**src/replay_pkg.sv**
```systemverilog
package replay_pkg;

  // Queue layout
  localparam int num_queues = 4;
  localparam int qid_w      = 2;

  // Tag FIFO holds 8 entries, nearly full at 7
  localparam int tag_depth_bits = 3;

  // Output FIFO holds 32 word pairs per queue
  localparam int out_depth_bits = 5;

  // Leaves room for 8 reads in flight plus the return pipeline
  localparam int out_prog_full_level = 20;

  // Register map, one word per address
  localparam int reg_addr_w = 6;

  // Per-queue blocks, queue number added to the base
  localparam logic [reg_addr_w-1:0] reg_q_low_base   = 6'h00;
  localparam logic [reg_addr_w-1:0] reg_q_high_base  = 6'h04;
  localparam logic [reg_addr_w-1:0] reg_q_count_base = 6'h08;

  // Global masks and control
  localparam logic [reg_addr_w-1:0] reg_enable = 6'h10;
  localparam logic [reg_addr_w-1:0] reg_start  = 6'h11;
  // Bit 0 is the self-clearing software reset
  localparam logic [reg_addr_w-1:0] reg_ctrl   = 6'h12;

endpackage

```
**src/replay_regs.sv**
```systemverilog
`timescale 1ns/100ps

module replay_regs #(
  parameter int addr_w  = 10,
  parameter int count_w = 16
) (
  input  logic                                          clk,
  input  logic                                          rst_n,
  input  logic                                          reg_wr,
  input  logic [replay_pkg::reg_addr_w-1:0]             reg_addr,
  input  logic [31:0]                                   reg_wdata,
  input  logic [replay_pkg::num_queues-1:0]             done,
  output logic [replay_pkg::num_queues*addr_w-1:0]      q_low,
  output logic [replay_pkg::num_queues*addr_w-1:0]      q_high,
  output logic [replay_pkg::num_queues*count_w-1:0]     q_count,
  output logic [replay_pkg::num_queues-1:0]             q_enable,
  output logic [replay_pkg::num_queues-1:0]             q_start,
  output logic                                          sw_rst
);

  localparam int nq = replay_pkg::num_queues;
  localparam int aw = replay_pkg::reg_addr_w;

  logic wr_enable;
  logic wr_start;
  logic wr_ctrl;

  assign wr_enable = reg_wr && (reg_addr == replay_pkg::reg_enable);
  assign wr_start  = reg_wr && (reg_addr == replay_pkg::reg_start);
  assign wr_ctrl   = reg_wr && (reg_addr == replay_pkg::reg_ctrl);

  always_ff @(posedge clk or negedge rst_n) begin
    if (!rst_n) begin
      q_low    <= '0;
      q_high   <= '0;
      q_count  <= '0;
      q_enable <= '0;
      q_start  <= '0;
      sw_rst   <= 1'b0;
    end else begin
      // One-cycle pulse, starts the cycle after the strobe
      sw_rst <= wr_ctrl && reg_wdata[0];

      // Per-queue windows and replay counts
      for (int q = 0; q < nq; q++) begin
        if (reg_wr && (reg_addr == replay_pkg::reg_q_low_base + aw'(q))) begin
          q_low[q*addr_w +: addr_w] <= reg_wdata[addr_w-1:0];
        end
        if (reg_wr && (reg_addr == replay_pkg::reg_q_high_base + aw'(q))) begin
          q_high[q*addr_w +: addr_w] <= reg_wdata[addr_w-1:0];
        end
        if (reg_wr && (reg_addr == replay_pkg::reg_q_count_base + aw'(q))) begin
          q_count[q*count_w +: count_w] <= reg_wdata[count_w-1:0];
        end
      end

      if (wr_enable) begin
        q_enable <= reg_wdata[nq-1:0];
      end

      // A finished queue waits for software to start it again
      if (wr_start) begin
        q_start <= reg_wdata[nq-1:0];
      end else begin
        q_start <= q_start & ~done;
      end
    end
  end

endmodule

```
**src/tag_fifo.sv**
```systemverilog
`timescale 1ns/100ps

module tag_fifo (
  input  logic                          clk,
  input  logic                          rst_n,
  input  logic                          clr,
  input  logic                          wr_en,
  input  logic [replay_pkg::qid_w-1:0]  din,
  input  logic                          rd_en,
  output logic [replay_pkg::qid_w-1:0]  dout,
  output logic                          empty,
  output logic                          nearly_full
);

  localparam int pw    = replay_pkg::tag_depth_bits;
  localparam int depth = 1 << pw;

  logic [replay_pkg::qid_w-1:0] mem [depth];
  logic [pw-1:0]                wr_ptr;
  logic [pw-1:0]                rd_ptr;
  logic [pw:0]                  count;
  logic                         push;
  logic                         pop;

  // Count MSB alone marks a full FIFO
  assign push        = wr_en && !count[pw];
  assign pop         = rd_en && !empty;
  assign empty       = (count == '0);
  assign nearly_full = (count >= (pw+1)'(depth - 1));

  // Head entry shows without a read
  assign dout = mem[rd_ptr];

  always_ff @(posedge clk) begin
    if (push) begin
      mem[wr_ptr] <= din;
    end
  end

  always_ff @(posedge clk or negedge rst_n) begin
    if (!rst_n) begin
      wr_ptr <= '0;
      rd_ptr <= '0;
      count  <= '0;
    end else if (clr) begin
      wr_ptr <= '0;
      rd_ptr <= '0;
      count  <= '0;
    end else begin
      if (push) begin
        wr_ptr <= wr_ptr + 1'b1;
      end
      if (pop) begin
        rd_ptr <= rd_ptr + 1'b1;
      end
      if (push && !pop) begin
        count <= count + 1'b1;
      end else if (pop && !push) begin
        count <= count - 1'b1;
      end
    end
  end

endmodule

```
**src/replay_mem_reader.sv**
```systemverilog
`timescale 1ns/100ps

module replay_mem_reader #(
  parameter int addr_w  = 10,
  parameter int data_w  = 18,
  parameter int count_w = 16
) (
  input  logic                                       clk,
  input  logic                                       rst_n,
  input  logic                                       sw_rst,
  input  logic [replay_pkg::num_queues*addr_w-1:0]   q_low,
  input  logic [replay_pkg::num_queues*addr_w-1:0]   q_high,
  input  logic [replay_pkg::num_queues*count_w-1:0]  q_count,
  input  logic [replay_pkg::num_queues-1:0]          q_enable,
  input  logic [replay_pkg::num_queues-1:0]          q_start,
  input  logic [replay_pkg::num_queues-1:0]          out_prog_full,
  input  logic                                       mem_busy,
  input  logic                                       mem_rvalid,
  input  logic [data_w-1:0]                          mem_rdata_lo,
  input  logic [data_w-1:0]                          mem_rdata_hi,
  output logic                                       mem_rd,
  output logic [addr_w-1:0]                          mem_addr,
  output logic [replay_pkg::num_queues-1:0]          done,
  output logic [replay_pkg::num_queues-1:0]          out_wr,
  output logic [2*data_w-1:0]                        out_wdata
);

  localparam int nq = replay_pkg::num_queues;
  localparam int qw = replay_pkg::qid_w;

  logic [addr_w-1:0]  cur_addr [nq];
  logic [count_w-1:0] rem_cnt  [nq];
  logic [nq-1:0]      eligible;
  logic               grant_valid;
  logic [qw-1:0]      grant_q;
  logic [qw-1:0]      last_q;
  logic [qw-1:0]      last_eff;
  logic [qw-1:0]      cand;
  logic               pick_valid;
  logic [qw-1:0]      pick_q;
  logic               issue;
  logic [2:0]         drain_cnt;
  logic               drop;
  logic [qw-1:0]      tag_dout;
  logic               tag_empty;
  logic               tag_nearly_full;

  // A queue competes only with replays left and room downstream
  always_comb begin
    for (int q = 0; q < nq; q++) begin
      eligible[q] = q_enable[q] && q_start[q] && (rem_cnt[q] != '0) && !out_prog_full[q];
    end
  end

  // Returns from reads issued before a software reset are dropped
  assign drop = sw_rst || (drain_cnt != '0);

  // Pending grant is rechecked live and retried under back-pressure
  assign issue    = grant_valid && eligible[grant_q] && !mem_busy && !tag_nearly_full && !drop;
  assign mem_rd   = issue;
  assign mem_addr = cur_addr[grant_q];

  // Rotation starts after the queue served most recently
  assign last_eff = issue ? grant_q : last_q;

  always_comb begin
    pick_valid = 1'b0;
    pick_q     = last_eff;
    cand       = last_eff;
    // Walk from farthest to nearest so the nearest eligible wins
    for (int i = nq; i >= 1; i--) begin
      cand = last_eff + qw'(i);
      if (eligible[cand]) begin
        pick_valid = 1'b1;
        pick_q     = cand;
      end
    end
  end

  always_ff @(posedge clk or negedge rst_n) begin
    if (!rst_n) begin
      grant_valid <= 1'b0;
      grant_q     <= '0;
      last_q      <= qw'(nq - 1);
      drain_cnt   <= '0;
    end else if (sw_rst) begin
      grant_valid <= 1'b0;
      grant_q     <= '0;
      last_q      <= qw'(nq - 1);
      // Covers the longest memory latency
      drain_cnt   <= 3'd7;
    end else begin
      grant_valid <= pick_valid;
      grant_q     <= pick_q;
      if (issue) begin
        last_q <= grant_q;
      end
      if (drain_cnt != '0) begin
        drain_cnt <= drain_cnt - 1'b1;
      end
    end
  end

  // Per-queue address and replay counters
  always_ff @(posedge clk or negedge rst_n) begin
    if (!rst_n) begin
      for (int q = 0; q < nq; q++) begin
        cur_addr[q] <= '0;
        rem_cnt[q]  <= '0;
      end
      done <= '0;
    end else begin
      for (int q = 0; q < nq; q++) begin
        if (sw_rst || !q_enable[q]) begin
          // Configuration loads only while the queue is off
          cur_addr[q] <= q_low[q*addr_w +: addr_w];
          rem_cnt[q]  <= q_count[q*count_w +: count_w];
          done[q]     <= 1'b0;
        end else begin
          if (issue && (grant_q == qw'(q))) begin
            if ({1'b0, cur_addr[q]} + 1'b1 >= {1'b0, q_high[q*addr_w +: addr_w]}) begin
              cur_addr[q] <= q_low[q*addr_w +: addr_w];
              rem_cnt[q]  <= rem_cnt[q] - 1'b1;
            end else begin
              cur_addr[q] <= cur_addr[q] + 1'b1;
            end
          end
          // Sticky until the queue is disabled
          if (q_start[q] && (rem_cnt[q] == '0)) begin
            done[q] <= 1'b1;
          end
        end
      end
    end
  end

  tag_fifo u_tag_fifo (
    .clk         (clk),
    .rst_n       (rst_n),
    .clr         (sw_rst),
    .wr_en       (issue),
    .din         (grant_q),
    .rd_en       (mem_rvalid && !drop),
    .dout        (tag_dout),
    .empty       (tag_empty),
    .nearly_full (tag_nearly_full)
  );

  // Steer the returned pair to the queue at the tag head
  always_ff @(posedge clk or negedge rst_n) begin
    if (!rst_n) begin
      out_wr <= '0;
    end else begin
      out_wr <= '0;
      if (mem_rvalid && !drop && !tag_empty) begin
        out_wr[tag_dout] <= 1'b1;
      end
    end
  end

  always_ff @(posedge clk) begin
    if (mem_rvalid) begin
      out_wdata <= {mem_rdata_hi, mem_rdata_lo};
    end
  end

endmodule

```
**src/replay_out_fifo.sv**
```systemverilog
`timescale 1ns/100ps

module replay_out_fifo #(
  parameter int data_w = 18
) (
  input  logic                clk,
  input  logic                rst_n,
  input  logic                clr,
  input  logic                wr_en,
  input  logic [2*data_w-1:0] din,
  input  logic                rd_en,
  output logic [2*data_w-1:0] dout,
  output logic                empty,
  output logic                prog_full
);

  localparam int pw    = replay_pkg::out_depth_bits;
  localparam int depth = 1 << pw;

  logic [2*data_w-1:0] mem [depth];
  logic [pw-1:0]       wr_ptr;
  logic [pw-1:0]       rd_ptr;
  logic [pw:0]         count;
  logic                push;
  logic                pop;

  assign push      = wr_en && !count[pw];
  assign pop       = rd_en && !empty;
  assign empty     = (count == '0);
  assign prog_full = (count >= (pw+1)'(replay_pkg::out_prog_full_level));

  // Show-ahead read port
  assign dout = mem[rd_ptr];

  always_ff @(posedge clk) begin
    if (push) begin
      mem[wr_ptr] <= din;
    end
  end

  always_ff @(posedge clk or negedge rst_n) begin
    if (!rst_n) begin
      wr_ptr <= '0;
      rd_ptr <= '0;
      count  <= '0;
    end else if (clr) begin
      wr_ptr <= '0;
      rd_ptr <= '0;
      count  <= '0;
    end else begin
      if (push) begin
        wr_ptr <= wr_ptr + 1'b1;
      end
      if (pop) begin
        rd_ptr <= rd_ptr + 1'b1;
      end
      if (push && !pop) begin
        count <= count + 1'b1;
      end else if (pop && !push) begin
        count <= count - 1'b1;
      end
    end
  end

endmodule

```
**src/pcap_replay_top.sv**
```systemverilog
`timescale 1ns/100ps

module pcap_replay_top #(
  parameter int addr_w  = 10,
  parameter int data_w  = 18,
  parameter int count_w = 16
) (
  input  logic                                         clk,
  input  logic                                         rst_n,
  input  logic                                         reg_wr,
  input  logic [replay_pkg::reg_addr_w-1:0]            reg_addr,
  input  logic [31:0]                                  reg_wdata,
  input  logic                                         mem_busy,
  input  logic                                         mem_rvalid,
  input  logic [data_w-1:0]                            mem_rdata_lo,
  input  logic [data_w-1:0]                            mem_rdata_hi,
  input  logic [replay_pkg::num_queues-1:0]            out_rd,
  output logic                                         mem_rd,
  output logic [addr_w-1:0]                            mem_addr,
  output logic [replay_pkg::num_queues*2*data_w-1:0]   out_data,
  output logic [replay_pkg::num_queues-1:0]            out_empty,
  output logic [replay_pkg::num_queues-1:0]            done
);

  localparam int nq = replay_pkg::num_queues;

  logic [nq*addr_w-1:0]  q_low;
  logic [nq*addr_w-1:0]  q_high;
  logic [nq*count_w-1:0] q_count;
  logic [nq-1:0]         q_enable;
  logic [nq-1:0]         q_start;
  logic                  sw_rst;
  logic [nq-1:0]         out_prog_full;
  logic [nq-1:0]         out_wr;
  logic [2*data_w-1:0]   out_wdata;

  replay_regs #(
    .addr_w  (addr_w),
    .count_w (count_w)
  ) u_regs (
    .clk       (clk),
    .rst_n     (rst_n),
    .reg_wr    (reg_wr),
    .reg_addr  (reg_addr),
    .reg_wdata (reg_wdata),
    .done      (done),
    .q_low     (q_low),
    .q_high    (q_high),
    .q_count   (q_count),
    .q_enable  (q_enable),
    .q_start   (q_start),
    .sw_rst    (sw_rst)
  );

  replay_mem_reader #(
    .addr_w  (addr_w),
    .data_w  (data_w),
    .count_w (count_w)
  ) u_reader (
    .clk           (clk),
    .rst_n         (rst_n),
    .sw_rst        (sw_rst),
    .q_low         (q_low),
    .q_high        (q_high),
    .q_count       (q_count),
    .q_enable      (q_enable),
    .q_start       (q_start),
    .out_prog_full (out_prog_full),
    .mem_busy      (mem_busy),
    .mem_rvalid    (mem_rvalid),
    .mem_rdata_lo  (mem_rdata_lo),
    .mem_rdata_hi  (mem_rdata_hi),
    .mem_rd        (mem_rd),
    .mem_addr      (mem_addr),
    .done          (done),
    .out_wr        (out_wr),
    .out_wdata     (out_wdata)
  );

  // One output FIFO per queue, sharing the write data bus
  for (genvar q = 0; q < nq; q++) begin : g_out
    replay_out_fifo #(
      .data_w (data_w)
    ) u_out_fifo (
      .clk       (clk),
      .rst_n     (rst_n),
      .clr       (sw_rst),
      .wr_en     (out_wr[q]),
      .din       (out_wdata),
      .rd_en     (out_rd[q]),
      .dout      (out_data[q*2*data_w +: 2*data_w]),
      .empty     (out_empty[q]),
      .prog_full (out_prog_full[q])
    );
  end

endmodule

```
**config.mk**
```make
export PLATFORM = sky130hd
export DESIGN_NAME = pcap_replay_top
export DESIGN_NICKNAME = d
export VERILOG_FILES = /design/src/replay_pkg.sv /design/src/replay_regs.sv /design/src/tag_fifo.sv /design/src/replay_mem_reader.sv /design/src/replay_out_fifo.sv /design/src/pcap_replay_top.sv
export SDC_FILE = /design/constraint.sdc
export NUM_CORES = 2
export LEC_CHECK = 0
export BUFFER_PORTS_ARGS = -buffer_cell sky130_fd_sc_hd__buf_2
export CORE_UTILIZATION = 45
export DETAILED_ROUTE_END_ITERATION = 16
export GPL_TIMING_DRIVEN = 0
export PLACE_DENSITY = 0.71
export SYNTH_ARGS = -nofsm -noshare
export SYNTH_HDL_FRONTEND = slang
export SYNTH_HIERARCHICAL = 1
export SYNTH_MEMORY_MAX_BITS = 65536
export SYNTH_SLANG_ARGS = --single-unit
```
**constraint.sdc**
```tcl
create_clock -name clk -period 5.4 [get_ports clk]
set_input_delay 0.54 -clock clk [delete_from_list [all_inputs] [get_ports clk]]
set_output_delay 0.54 -clock clk [all_outputs]
set_load 0.1 [all_outputs]
```
Word-level counts from Yosys, hierarchy flattened. Memory sizes are Yosys's and may differ from the RTL's. Cells that the tools add are included.

Bits in writable memories: 4624. Logic and storage cells: 379. Output and inout port bits: 163. Register bits after elaboration: 383. Memories: 5.

Memories: g_out[0].u_out_fifo.mem (words 32, bits a word 36, read ports 1, clocked after memory_dff 0, write ports 1, line replay_out_fifo.sv:20) `logic [2*data_w-1:0] mem [depth];`; g_out[1].u_out_fifo.mem (words 32, bits a word 36, read ports 1, clocked after memory_dff 0, write ports 1, line replay_out_fifo.sv:20); g_out[2].u_out_fifo.mem (words 32, bits a word 36, read ports 1, clocked after memory_dff 0, write ports 1, line replay_out_fifo.sv:20); g_out[3].u_out_fifo.mem (words 32, bits a word 36, read ports 1, clocked after memory_dff 0, write ports 1, line replay_out_fifo.sv:20); u_reader.u_tag_fifo.mem (words 8, bits a word 2, read ports 1, clocked after memory_dff 0, write ports 1, line tag_fifo.sv:18) `logic [replay_pkg::qid_w-1:0] mem [depth];`.

Reduce and logical (&&, ||, !) cells: 146. Order comparisons: 17. Add/subtract/negate cells: 36. Equality and inequality tests: 17. Mux-type cells: 107. Bitwise operators: 3.

Operators with widths (number): $mux W16 (12); $mux W10 (14); $mux W5 (16); $mux W6 (12); $logic_not A16 Y1 (4); $reduce_bool A16 Y1 (4); $sub A16 B1 Y16 const B (4); $logic_and A1 B1 Y1 (62); $reduce_bool A2 Y1 (23); $add A10 B1 Y11 const B (4); $ge A11 B10 Y1 (4); $add A10 B1 Y10 const B (4); $add A5 B1 Y5 const B (8); $logic_not A1 Y1 (31); $logic_not A6 Y1 (5); $mux W1 (29); $add A6 B1 Y6 const B (4); $eq A6 B3 Y1 const B (4); $eq A6 B4 Y1 const B (4); $ge A6 B5 Y1 const B (4); $sub A6 B1 Y6 const B (4); $bmux W10 S2 (1); $mux W4 (5); $eq A6 B5 Y1 const B (3); other kinds (26) (61).

Depth between registers and ports, before layout.
Depth after elaboration: 17. Gate-level depth with buffers: 14. Depth with buffers taken out: 14.

By module. The synthesis kept the hierarchy.

By module, submodules not included: replay_out_fifo (g_out[1].u_out_fifo ...) (area each 44536.5 um2, times used 2, cells an instance 2034); replay_out_fifo (g_out[0].u_out_fifo) (area each 44594.0 um2, times used 1, cells an instance 2033); replay_out_fifo (g_out[3].u_out_fifo) (area each 44541.5 um2, times used 1, cells an instance 2036); replay_mem_reader (area each 10241.1 um2, times used 1, cells an instance 1132); replay_regs (area each 5859.4 um2, times used 1, cells an instance 352); tag_fifo (area each 1287.5 um2, times used 1, cells an instance 96).

Worst setup path before layout. OpenSTA, ideal clock, no wires.

Path kind: flip-flop to flip-flop. Start: register g_out[0].u_out_fifo.count[2]. End: register u_reader.u_tag_fifo.count[3]. Data arrival time: 5.587 ns. Required time: 5.283 ns. Path slack: -0.304 ns. Clock period less this slack: 5.704 ns. Cell stages (with the launch flop): 14. Path through: dfrtp_1 or2_2 clkbuf_1 a21o_1 nand3b_1 o21bai_1 mux4_2 nor3_1 nor2b_1 nand2_1 ha_1 a21o_2 a2111o_1 o311ai_0.

Longest elaborated chain between the ends: 13. Elaborated cells between the ends (all ways): 16. Classes of those cells: order compare (1); mux (4); reduce/logical (11).

Ends and longest elaborated chain: start: declaration (line replay_out_fifo.sv:23) `logic [pw:0] count;`; start signal: assignment (line replay_out_fifo.sv:58) `count <= count + 1'b1;`; start signal: assignment (line replay_out_fifo.sv:60) `count <= count - 1'b1;`; $ge A6 B5 Y1 (*) (line replay_out_fifo.sv:30) `assign prog_full = (count >= (pw+1)'(replay_pkg::out_prog_full_level));`; net out_prog_full[0] (line pcap_replay_top.sv:33) `logic [nq-1:0] out_prog_full;`; $logic_not A1 Y1 (*) (line replay_mem_reader.sv:51) `eligible[q] = q_enable[q] && q_start[q] && (rem_cnt[q] != '0) && !out_prog_full[q];`; $logic_and A1 B1 Y1 (*) (line replay_mem_reader.sv:51); $bmux W1 S2 (*) (line replay_mem_reader.sv:59) `assign issue = grant_valid && eligible[grant_q] && !mem_busy && !tag_nearly_full && !drop;`; $mux W1 (not written as such) (*) (line replay_mem_reader.sv:59); $logic_and A1 B1 Y1 (*) (4 in a row) (line replay_mem_reader.sv:59); net mem_rd (line pcap_replay_top.sv:18) `output logic mem_rd,`; $logic_and A1 B1 Y1 (*) (line tag_fifo.sv:26) `assign push = wr_en && !count[pw];`; $logic_and A1 B1 Y1 / $logic_not A1 Y1 (equally long branches) (line tag_fifo.sv:56, tag_fifo.sv:58); $mux W4 / $logic_and A1 B1 Y1 (equally long branches) (line tag_fifo.sv:56, tag_fifo.sv:58); $mux W4 / $reduce_bool A3 Y1 (equally long branches); end signal: assignment (line tag_fifo.sv:57) `count <= count + 1'b1;`; end signal: assignment (line tag_fifo.sv:59) `count <= count - 1'b1;`; end: declaration (line tag_fifo.sv:21) `logic [pw:0] count;`.

The timed path passes the listed nets; every way through them passes the cells marked *. The select of a mux whose other input is x is not followed. A chain may end at the register's enable or synchronous reset.

Worst setup path after layout.
Start: register g_out[3].u_out_fifo.rd_ptr[0]. End: output out_data[133] (netlist name).

Longest elaborated chain between the ends: 1.

Ends and longest elaborated chain: start: declaration (line replay_out_fifo.sv:22) `logic [pw-1:0] rd_ptr;`; start signal: assignment (line replay_out_fifo.sv:55) `rd_ptr <= rd_ptr + 1'b1;`; $mem_v2 Z32 W36; end: declaration (line pcap_replay_top.sv:20) `output logic [replay_pkg::num_queues*2*data_w-1:0] out_data,`.

Every way passes these cells.

==> metrics.cfg <==
[detailed_routing]
drtPass1Iterations = 7
ant_nets = 0
drc = 0
vias_per_cell = 6.17
wl_per_cell_um = 30.8
finalWirelength_mm = 523
wl_met3_mm = 52.5
vias = 104753
top_layer = met5
met1_length_mm = 199
wl_met2_mm = 249
drtIter0Drc = 14081

[timing]
finalHoldViolCount = 0
skew_ns = 0.152
setup_viol = 2
timing.final.crit_share = 1.01
drv_slew = 0
worstMarginPinSlew_ns = 1.39
slew_headroom = 0.0729
fin_tns_setup_ns = -0.0670
setup_ws_ns = -0.0530
period_needed_ns = 5.45
fmax_ghz = 0.183

[setup_path]
cp_cell_sequence = buf_2, buf_2, buf_4, buf_4, mux2i_1, o22ai_1, a211oi_1, a22oi_1, buf_2
critPathTopFamily = buffers and inverters
end_kind = output pin
cp-start-kind = flop
critPathMostFrequentCell = buf_2
critPathMaxFanout = 10
cp_slowest_cell = a211oi_1
worstPathRequired_ns = 4.86
worstSetupPathType = reg -> out
slowest_delay_ns = 0.83
crit_buf_inv = 5
arrival_ns = 4.91

[power_and_ir_drop]
peakVddDrop_mv = 0.832
combinationalPowerShare = 0.353
power_frac_clock = 0.278
p_switching_w = 0.0447
power.density_mw_per_mm2 = 521
seqPwrFrac = 0.369
power.internal_w = 0.0751
swShare = 0.373
power_leakage_nw = 75.8

[outcome]
status = finished with violations
violations = setup timing

[worst_hold_path]
hold_path_class = in -> async

[clock_network]
numClockSinks = 5007
cts_tree = built
clockRootBuffer = clkbuf_16
htree_levels = 5
clkTransAtPathRegs_ns = 0.06
cts_max_path_buffers = 4
cts_buffers = 482
clock_latency_ns = 1.09

[yosys]
synth_edf_count = 4660
ys_seq_area_frac = 0.760
synth_top_area_frac = 0.715
yosys.area.top_type = edfxtp_1
ys_top_cells_by_area = edfxtp_1, mux4_2, dfrtp_1, mux2i_1, a22oi_1
synth_most_common_cell = edfxtp_1
avgSynthCellArea_um2 = 20.1
synth-seq-cells = 5007
synth_common_cells = edfxtp_1, mux4_2, mux2i_1
syn-instance-count = 9717
ys.flop_type = edfxtp_1
syn_nets = 9895
yosysWarnings = 6
synth.distinct_cells = 104
synth_area_mm2 = 0.196
async_flop_share = 0.0693

[floorplan]
die_h_um = 661
rows = 241
initial_core_util = 0.453
die_area_mm2 = 0.437
die_w_um = 661
design.portCount = 246
core_area_mm2 = 0.432

[finish]
fin_area_mm2 = 0.230
final_nets = 11023
multi_input_area_mm2 = 0.0451
final_util = 0.532
n_fill_cell = 32258
finalNonFillerCells = 16985
drive_gt1_frac = 0.247
area_delta_synth_final_pct = 17.5
final-seq-area_mm2 = 0.149

[run]
max_cap_violations = 0

[placed_design]
portBuffers = 227
gp_congestion = 0.868
dp_hpwl_mm = 362
dp_cells = 16013
dpl-instance-area_mm2 = 0.213

[global_routing]
grt_pass1_wl_mm = 745
antenna_found_initial = 41
grt_max_degree = 114
grt-ovfl-total = 0
grt_usage = 0.235
grt_pass1_vias = 104795

-- registers in the layout, indices dropped and copies added, names as in the netlist, 24 cells and up --
| signal | count |
|---|---|
| g_out.u_out_fifo/count | 24 |
| g_out.u_out_fifo/mem | 4608 |
| u_reader/cur_addr | 40 |
| u_reader/out_wdata | 36 |
| u_reader/rem_cnt | 64 |
| u_regs/q_count | 64 |
| u_regs/q_high | 40 |
| u_regs/q_low | 40 |
-- area by class of cell --
| type | instances | share of cell area |
|---|---|---|
| clock buffer | 601 | 0.0556 |
| inverter | 96 | 0.00157 |
| timing repair buffer | 644 | 0.0452 |
| buffer | 556 | 0.0113 |
| tap | 5710 | 0.0311 |
| sequential | 5007 | 0.647 |
| clock inverter | 296 | 0.0122 |
| multi-input combinational | 4058 | 0.196 |
| antenna | 17 | 0.000185 |
-- stage by stage --
| stage | power, W | hold WS, ns | worst slack, ns |
|---|---|---|---|
| after floorplan | 0.0736 | 0.244 | 0.674 |
| after global placement | 0.0859 | 0.471 | -3.46 |
| after detailed placement | 0.0870 | 0.482 | 0.829 |
| after CTS | 0.120 | 0.00618 | 0.00282 |
| after global routing | 0.123 | 0.0614 | -0.0159 |
| final | 0.120 | 0.0780 | -0.0530 |
-- cells in the final DEF, fill, tap and decap left out, types with 90 or more instances in the layout --
| cell type | count |
|---|---|
| clkinv_1 | 120 |
| mux4_2 | 887 |
| a211oi_1 | 176 |
| clkbuf_1 | 380 |
| clkbuf_16 | 489 |
| dfrtp_1 | 345 |
| nor2_1 | 179 |
| o22ai_1 | 155 |
| nand2_1 | 132 |
| ha_1 | 90 |
| buf_2 | 385 |
| buf_16 | 227 |
| a22oi_1 | 374 |
| mux2_2 | 173 |
| buf_12 | 101 |
| clkinv_2 | 90 |
| a21oi_1 | 247 |
| inv_1 | 96 |
| nor2_4 | 122 |
| mux2i_1 | 597 |
| o221ai_1 | 155 |
| edfxtp_1 | 4660 |
-- cell families after synthesis --
kind of cell	share of synthesized area
AO/OA/AOI/OAI	0.0521
XOR/XNOR	0.00343
adder cells (fa/ha/maj)	0.00627
buffers and inverters	0.0151
flip-flops	0.760
multiplexers	0.143
AND/OR/NAND/NOR	0.0206
-- power by group through the flow --
stage	clock [W]	sequential, W	combinational, W
floorplan	0	0.0451	0.0285
global placement	0	0.0461	0.0398
detailed placement	0	0.0450	0.0420
CTS	0.0337	0.0442	0.0423
global route	0.0351	0.0442	0.0439
finish	0.0333	0.0442	0.0423
-- routing by layer --
metal,up-vias,track usage
met5,-,0
met4,18,0.0905
met3,1017,0.0415
met2,6006,0.378
met1,54872,0.322
li1,42840,-
-- final timing paths --
kind	start	to	slack (ns)	cells past startpoint
worst max-delay path	g_out[3].u_out_fifo/rd_ptr[0]$_DFFE_PN0P_	out_data[133]	-0.05	9
worst min-delay path	rst_n	u_regs/q_high[33]$_DFFE_PN0P_	0.08	2
worst max register to register	g_out[0].u_out_fifo/count[2]$_DFFE_PN0P_	u_reader/u_tag_fifo/count[3]$_DFFE_PN0P_	0.91	13
worst min register to register	u_regs/q_low[8]$_DFFE_PN0P_	u_reader/cur_addr[38]$_DFFE_PN0P_	0.48	1
max in group asynchronous	rst_n	g_out[2].u_out_fifo/wr_ptr[3]$_DFFE_PN0P_	3.77	4
min in group clk	reg_wdata[11]	u_regs/q_count[27]$_DFFE_PN0P_	0.08	2
-- timing repair --
action	in CTS	in global routing
endpoints found under the hold margin	280	0
resized for setup	4	18
setup buffers	2	0
endpoints found under the setup margin	19	18
hold buffers	56	0
No activity file was read; power rests on OpenSTA's default activity.
